--- src/snake_pkg.sv ---
package snake_pkg;

    ////////////////////////////////////////////////////////////
    // Grid geometry
    ////////////////////////////////////////////////////////////

    typedef logic [9:0] coord_t;      // Pixel coordinate, x or y

    // Top-left corner of a grid cell
    typedef struct packed {
        coord_t x;
        coord_t y;
    } cell_pos_t;

    localparam coord_t CELL     = 10'd32;
    localparam coord_t SCREEN_W = 10'd640;
    localparam coord_t SCREEN_H = 10'd480;

    ////////////////////////////////////////////////////////////
    // Game state types
    ////////////////////////////////////////////////////////////

    typedef enum logic [2:0] {
        DIR_IDLE  = 3'd0,
        DIR_UP    = 3'd1,
        DIR_DOWN  = 3'd2,
        DIR_LEFT  = 3'd3,
        DIR_RIGHT = 3'd4,
        DIR_OVER  = 3'd5
    } dir_t;

    typedef logic [7:0] food_count_t;   // Wraps at 256

    localparam int MAX_LEN_DEFAULT = 15;
    typedef logic [$clog2(MAX_LEN_DEFAULT + 1)-1:0] len_t;

    // Start positions
    localparam cell_pos_t HEAD_START  = '{x: 10'd288, y: 10'd224};
    localparam cell_pos_t BODY0_START = '{x: 10'd256, y: 10'd224};
    localparam cell_pos_t BODY1_START = '{x: 10'd224, y: 10'd224};
    localparam cell_pos_t FOOD_START  = '{x: 10'd416, y: 10'd160};
    localparam cell_pos_t COUNT_START = '{x: 10'd0,   y: 10'd448};

    localparam len_t START_LEN       = 4'd3;
    localparam len_t COLLIDE_MIN_LEN = 4'd5;   // Shorter snakes cannot bite themselves

endpackage

--- src/snake_body_shift.sv ---
`timescale 1ns/1ps

module snake_body_shift #(
    parameter int MAX_LEN = snake_pkg::MAX_LEN_DEFAULT
) (
    input  logic                              Clk_Snake,
    input  logic                              reset,
    input  snake_pkg::dir_t                   dir,
    input  snake_pkg::cell_pos_t              head,
    output snake_pkg::cell_pos_t [MAX_LEN-2:0] body
);
    import snake_pkg::*;

    logic frozen;

    // Game not started or already lost
    assign frozen = (dir == DIR_IDLE) || (dir == DIR_OVER);

    ////////////////////////////////////////////////////////////
    // Segment shift register
    ////////////////////////////////////////////////////////////

    // Segment 0 sits right behind the head, last index is the
    // tail. Codes 6 and 7 shift like a move even though the head
    // holds, so the body may fold onto the head there.
    always_ff @(posedge Clk_Snake or posedge reset) begin
        if (reset) begin
            body    <= '0;            // Unused segments at (0,0)
            body[0] <= BODY0_START;
            body[1] <= BODY1_START;
        end else if (!frozen) begin
            body <= {body[MAX_LEN-3:0], head};
        end
    end

endmodule

--- src/snake_food_keeper.sv ---
`timescale 1ns/1ps

module snake_food_keeper #(
    parameter int MAX_LEN = snake_pkg::MAX_LEN_DEFAULT
) (
    input  logic                   Clk_Snake,
    input  logic                   reset,
    input  snake_pkg::cell_pos_t   head,
    output snake_pkg::cell_pos_t   food,
    output snake_pkg::food_count_t food_count,
    output snake_pkg::len_t        len
);
    import snake_pkg::*;

    localparam coord_t LAST_X   = SCREEN_W - CELL;
    localparam coord_t LAST_Y   = SCREEN_H - CELL;
    localparam len_t   LEN_FULL = len_t'(MAX_LEN);

    cell_pos_t cnt;   // Next food cell
    logic      eat;

    assign eat = (head == food);

    ////////////////////////////////////////////////////////////
    // Placement counter
    ////////////////////////////////////////////////////////////

    // Runs every clock, x forward and y backward, so the food
    // lands on a cell that depends on when it was eaten
    always_ff @(posedge Clk_Snake or posedge reset) begin
        if (reset) begin
            cnt <= COUNT_START;
        end else begin
            cnt.x <= (cnt.x == LAST_X) ? '0 : cnt.x + CELL;
            cnt.y <= (cnt.y == '0) ? LAST_Y : cnt.y - CELL;
        end
    end

    ////////////////////////////////////////////////////////////
    // Eating and growth
    ////////////////////////////////////////////////////////////

    always_ff @(posedge Clk_Snake or posedge reset) begin
        if (reset) begin
            food       <= FOOD_START;
            food_count <= '0;
            len        <= START_LEN;
        end else if (eat) begin
            food       <= cnt;
            food_count <= food_count + 1'b1;
            if (len != LEN_FULL)
                len <= len + 1'b1;   // Saturates at MAX_LEN
        end
    end

endmodule

--- src/snake_game_top.sv ---
`timescale 1ns/1ps

module snake_game_top #(
    parameter int MAX_LEN = snake_pkg::MAX_LEN_DEFAULT
) (
    input  logic                   Clk_Snake,
    input  logic                   reset,
    input  snake_pkg::coord_t      sx,
    input  snake_pkg::coord_t      sy,
    input  snake_pkg::dir_t        dir,
    output logic                   head_draw,
    output logic                   snake_draw,
    output logic                   collide,
    output logic                   food_draw,
    output snake_pkg::food_count_t food_count
);
    import snake_pkg::*;

    cell_pos_t                head;
    cell_pos_t [MAX_LEN-2:0]  body;
    cell_pos_t                food;
    cell_pos_t                pix;    // Current scan pixel
    len_t                     len;

    assign pix = '{x: sx, y: sy};

    ////////////////////////////////////////////////////////////
    // Position producers
    ////////////////////////////////////////////////////////////

    snake_head_step u_head_step (
        .Clk_Snake (Clk_Snake),
        .reset     (reset),
        .dir       (dir),
        .head      (head)
    );

    snake_food_keeper #(
        .MAX_LEN (MAX_LEN)
    ) u_food_keeper (
        .Clk_Snake  (Clk_Snake),
        .reset      (reset),
        .head       (head),
        .food       (food),
        .food_count (food_count),
        .len        (len)
    );

    snake_body_shift #(
        .MAX_LEN (MAX_LEN)
    ) u_body_shift (
        .Clk_Snake (Clk_Snake),
        .reset     (reset),
        .dir       (dir),
        .head      (head),
        .body      (body)
    );

    ////////////////////////////////////////////////////////////
    // Pixel and collision tests
    ////////////////////////////////////////////////////////////

    snake_pixel_hit #(
        .MAX_LEN (MAX_LEN)
    ) u_pixel_hit (
        .pix        (pix),
        .head       (head),
        .body       (body),
        .food       (food),
        .len        (len),
        .head_draw  (head_draw),
        .snake_draw (snake_draw),
        .collide    (collide),
        .food_draw  (food_draw)
    );

endmodule

--- src/snake_head_step.sv ---
`timescale 1ns/1ps

module snake_head_step (
    input  logic                 Clk_Snake,
    input  logic                 reset,
    input  snake_pkg::dir_t      dir,
    output snake_pkg::cell_pos_t head
);
    import snake_pkg::*;

    localparam coord_t LAST_X = SCREEN_W - CELL;   // Rightmost cell corner
    localparam coord_t LAST_Y = SCREEN_H - CELL;   // Bottom cell corner

    ////////////////////////////////////////////////////////////
    // Head motion, one cell per clock
    ////////////////////////////////////////////////////////////

    always_ff @(posedge Clk_Snake or posedge reset) begin
        if (reset) begin
            head <= HEAD_START;
        end else begin
            case (dir)
                DIR_UP: begin
                    if (head.y == '0)
                        head.y <= LAST_Y;   // Wrap to bottom
                    else
                        head.y <= head.y - CELL;
                end
                DIR_DOWN: begin
                    if (head.y == LAST_Y)
                        head.y <= '0;
                    else
                        head.y <= head.y + CELL;
                end
                DIR_LEFT: begin
                    if (head.x == '0)
                        head.x <= LAST_X;   // Wrap to right edge
                    else
                        head.x <= head.x - CELL;
                end
                DIR_RIGHT: begin
                    if (head.x == LAST_X)
                        head.x <= '0;
                    else
                        head.x <= head.x + CELL;
                end
                default: begin
                    // Idle, game over and unused codes hold
                    head <= head;
                end
            endcase
        end
    end

endmodule

--- src/snake_pixel_hit.sv ---
`timescale 1ns/1ps

module snake_pixel_hit #(
    parameter int MAX_LEN = snake_pkg::MAX_LEN_DEFAULT
) (
    input  snake_pkg::cell_pos_t               pix,
    input  snake_pkg::cell_pos_t               head,
    input  snake_pkg::cell_pos_t [MAX_LEN-2:0] body,
    input  snake_pkg::cell_pos_t               food,
    input  snake_pkg::len_t                    len,
    output logic                               head_draw,
    output logic                               snake_draw,
    output logic                               collide,
    output logic                               food_draw
);
    import snake_pkg::*;

    logic [MAX_LEN-2:0] seg_live;   // Segment inside current length
    logic [MAX_LEN-2:0] seg_hit;
    logic [MAX_LEN-2:0] seg_bite;

    // Strictly inside the cell, so the grid lines stay dark
    function automatic logic cell_hit(input cell_pos_t p, input cell_pos_t c);
        logic in_x;
        logic in_y;
        in_x = (p.x > c.x) && (p.x < c.x + CELL);
        in_y = (p.y > c.y) && (p.y < c.y + CELL);
        return in_x && in_y;
    endfunction

    ////////////////////////////////////////////////////////////
    // Per-segment tests
    ////////////////////////////////////////////////////////////

    // Length counts the head, so segments 0 to len-2 are live
    always_comb begin
        for (int i = 0; i < MAX_LEN - 1; i++) begin
            seg_live[i] = (i + 1) < int'(len);
            seg_hit[i]  = seg_live[i] && cell_hit(pix, body[i]);
            seg_bite[i] = seg_live[i] && (head == body[i]);
        end
    end

    ////////////////////////////////////////////////////////////
    // Outputs
    ////////////////////////////////////////////////////////////

    assign head_draw  = cell_hit(pix, head);
    assign food_draw  = cell_hit(pix, food);
    assign snake_draw = |seg_hit;

    assign collide = (len >= COLLIDE_MIN_LEN) && (|seg_bite);

endmodule

--- config.mk ---
export PLATFORM = sky130hd
export DESIGN_NAME = snake_game_top
export DESIGN_NICKNAME = d
export VERILOG_FILES = /design/src/snake_pkg.sv /design/src/snake_body_shift.sv /design/src/snake_food_keeper.sv /design/src/snake_game_top.sv /design/src/snake_head_step.sv /design/src/snake_pixel_hit.sv
export SDC_FILE = /design/constraint.sdc
export NUM_CORES = 1
export LEC_CHECK = 0
export ABC_AREA = 0
export BUFFER_PORTS_ARGS = -buffer_cell sky130_fd_sc_hd__buf_4
export CORE_MARGIN = 1
export CORE_UTILIZATION = 35
export CTS_CLUSTER_SIZE = 28
export DETAILED_ROUTE_END_ITERATION = 8
export PLACE_DENSITY_LB_ADDON = 0.12
export SYNTH_ARGS = -nofsm -noshare
export SYNTH_HDL_FRONTEND = slang
export SYNTH_SLANG_ARGS = --single-unit
--- constraint.sdc ---
create_clock -name Clk_Snake -period 5.7 [get_ports Clk_Snake]
set_clock_uncertainty 0.05 [all_clocks]
set_input_delay 0 -clock Clk_Snake [delete_from_list [all_inputs] [get_ports Clk_Snake]]
set_output_delay 0 -clock Clk_Snake [all_outputs]
set_load 0.02 [all_outputs]
==> impl_metrics.env <==
export IMPL_slew_violations=0
export IMPL_ys_flop_type="dfrtp_1"
export IMPL_drive_gt1_share_pct=6.03
export IMPL_path_buf_inv=3
export IMPL_synthArstFlopShare_pct=100
export IMPL_max_cap_viol_count=0
export IMPL_clk_latency_ns=0.51
export IMPL_cts_sinks=182
export IMPL_combPwrFrac_pct=52.6
export IMPL_grt_max_degree=121
export IMPL_wl_per_cell_um=19.8
export IMPL_p_leak_nw=8.65
export IMPL_dieArea_um2=52100
export IMPL_setup_tns_ns=0
export IMPL_worstPathRequired_ns=5.65
export IMPL_cp_data_arrival_time_ns=3.75
export IMPL_antenna_found_initial=0
export IMPL_tritoncts="yes"
export IMPL_p_sw_mw=4.20
export IMPL_cts_buffers=17
export IMPL_synthCells=2098
export IMPL_clk_pin_slew_ns=0.08
export IMPL_max_slew_worst_pin_slew_ns=1.23
export IMPL_fin_ws_ns=1.90
export IMPL_max_freq_mhz=263
export IMPL_place_hpwl_mm=37.5
export IMPL_critical_path_max_stage_delay_ns=1.06
export IMPL_hold_class="in2async"
export IMPL_final_cell_mix="ha_1, inv_1, nand2_1"
export IMPL_power_frac_clock_pct=14.6
export IMPL_drtIter0Drc=915
export IMPL_yosysTopAreaCellShare_pct=25.1
export IMPL_cts_root_buf="clkbuf_16"
export IMPL_core_um2=50300
export IMPL_portBuffers=36
export IMPL_grt_pass1_vias=14800
export IMPL_nets=2459
export IMPL_routed_wl_mm=54.6
export IMPL_path_max_fanout=24
export IMPL_ys_types=70
export IMPL_crit_chain="inv_1 > ha_1 > inv_1 > ha_1 > a21o_1 > a21oi_1 > nor2b_1 > o21ai_0 > nand4_1 > nor3_1 > buf_4"
export IMPL_rows=82
export IMPL_synth_cell_area_um2=17900
export IMPL_p_int_mw=4.54
export IMPL_yosys_register_bits=182
export IMPL_synth_area_leader_cell="ha_1"
export IMPL_gr_total_overflow=0
export IMPL_pwr_share_seq_pct=32.9
export IMPL_vias_per_cell=5.27
export IMPL_ys_seq_area_share_pct=25.6
export IMPL_drc=0
export IMPL_ys_top_cells_by_area="ha_1, dfrtp_1, xnor2_1"
export IMPL_layout_commonest_cell="ha_1"
export IMPL_yosys_warnings=0
export IMPL_layout_min_cycle_time_ns=3.80
export IMPL_startpoint_type="register"
export IMPL_final_period_utilization_pct=66.6
export IMPL_antenna_left=0
export IMPL_rsz0062_at_grt="false"
export IMPL_fp_dieH_um=228
export IMPL_max_vdd_ir_drop_mv=0.260
export IMPL_fp_dieW_um=228
export IMPL_syn_nets=2482
export IMPL_critPathTopFamily="flip-flops"
export IMPL_pre_cts_ws_ns=2.46
export IMPL_area_delta_synth_final_pct=8.15
export IMPL_syn_area_per_cell_um2=8.54
export IMPL_pin_count=37
export IMPL_place_congestion=0.820
export IMPL_drtPass1Iterations=5
export IMPL_power_density_nw_per_um2=451
export IMPL_grt_use_total_pct=21.6
export IMPL_worstSetupEndpointType="output port"
export IMPL_setup_viol=0
export IMPL_max_slew_margin_pct=17.5
export IMPL_cts_max_path_buffers=2
export IMPL_p_sw_share_pct=48.0
export IMPL_synth_edf_count=0
export IMPL_finalHoldViolCount=0
export IMPL_vias=14500
export IMPL_initial_core_util_pct=35.6
export IMPL_slowest_stage="dfstp_2"
export IMPL_cts_htree_levels=4
export IMPL_grt_pass1_wl_mm=86.4
export IMPL_antennaDiodeCount=0
export IMPL_worstSetupPathType="reg2out"
export IMPL_status="finished clean"
-- sequential cells by signal (all words and copies together), names as in the netlist --
register                  count
u_body_shift.body           140
u_food_keeper.cnt            10
u_food_keeper.food           10
u_head_step.head             10
u_food_keeper.food_count      8
u_food_keeper.len             4
-- cell usage after synthesis (3+ instances only) --
| cell type | count |
|---|---|
| nand4b_1 | 3 |
| nor3b_1 | 3 |
| inv_1 | 207 |
| nand2b_1 | 28 |
| and4_1 | 11 |
| inv_2 | 6 |
| nor2b_1 | 13 |
| a22oi_1 | 3 |
| o32ai_1 | 3 |
| buf_2 | 17 |
| nand3_1 | 95 |
| nor4_1 | 48 |
| a21oi_1 | 74 |
| ha_1 | 359 |
| o211ai_1 | 4 |
| dfstp_2 | 25 |
| nand4_1 | 41 |
| o21ai_0 | 125 |
| xnor2_1 | 167 |
| a22o_1 | 3 |
| o21a_1 | 25 |
| nor2_1 | 55 |
| a31oi_1 | 5 |
| o22ai_1 | 12 |
| nand2_1 | 201 |
| a211o_1 | 7 |
| dfrtp_1 | 157 |
| and3_1 | 16 |
| a211oi_1 | 18 |
| nor3_1 | 17 |
| a41o_1 | 4 |
| xor2_1 | 93 |
| o2111ai_1 | 5 |
| clkbuf_1 | 63 |
| nand3b_1 | 3 |
| o21ai_1 | 103 |
| a21o_1 | 22 |
| a311oi_1 | 4 |
| buf_1 | 11 |
-- metrics by stage --
step / total power, mW / hold slack, ns / instance area, µm² / util, % / std cells
floorplan: 6.11 / 0.179 / 17900 / - / 2098
global placement: 7.38 / 0.226 / 18700 / 37.2 / 2722
detailed placement: 7.48 / 0.232 / 18700 / 37.2 / 2722
CTS: 8.82 / 0.241 / 19400 / 38.5 / 2760
global route: 9.63 / 0.301 / 19400 / 38.5 / 2760
finish: 8.74 / 0.205 / 19400 / 38.5 / 2760
-- cell type report --
cell class	count	area, µm²
clock buffer	17	425
clock inverter	15	159
fill	5182	30900
inverter	213	807
multi-input combinational	1608	12100
sequential	182	4590
tap	672	841
timing repair buffer	53	413
-- metal layers --
layer	share of wire, %	track usage [%]
met5	0	0
met4	2.7	8.12
met3	3.1	3.23
met2	47	36.1
met1	48	28.1
-- path summary, 6_finish.rpt --
| check | slack, ns | start | depth (start not counted) | end |
|---|---|---|---|---|
| max reg2reg | 2.41 | u_head_step.head[17] | 8 | u_food_keeper.food_count[6] |
| max in group asynchronous | 3.95 | reset | 4 | u_body_shift.body[15] |
| max | 1.90 | u_head_step.head[15] | 11 | head_draw |
| min in group Clk_Snake | 0.37 | dir[1] | 5 | u_body_shift.body[19] |
| min | 0.21 | reset | 3 | u_body_shift.body[248] |
| min reg2reg | 0.43 | u_food_keeper.food_count[7] | 1 | u_food_keeper.food_count[7] |
-- power by group through the flow --
stage	sequential, mW	clock (mW)	combinational (mW)
floorplan	2.20	0	3.91
global placement	2.90	0	4.47
detailed placement	2.91	0	4.57
CTS	2.88	1.32	4.62
global route	2.97	1.35	5.31
finish	2.88	1.27	4.60
-- worst min-delay path: stages --
cell and delay (ns):
dlygate4sd3_1 0.53, buf_4 0.15, inv_8 0.61
-- logic make-up (layout without fill, tap and decap cells) --
| logic type | count (synthesis) | after routing | synth area share, % |
|---|---|---|---|
| buf+inv | 308 | 298 | 6.70 |
| compound gates | 436 | 436 | 14.3 |
| simple gates | 549 | 549 | 15.3 |
| xor+xnor | 260 | 260 | 12.7 |
| mux | 4 | 4 | 0.244 |
| flops | 182 | 182 | 25.6 |
| fa+ha+maj | 359 | 359 | 25.1 |
-- timing repair --
item                                   in CTS  in global routing
endpoints found under the hold margin     126                  0
resized for setup                           0                  0
setup buffers                               0                  0
hold buffers                                6                  0
Note: power is estimated with default switching activity, not from simulation.
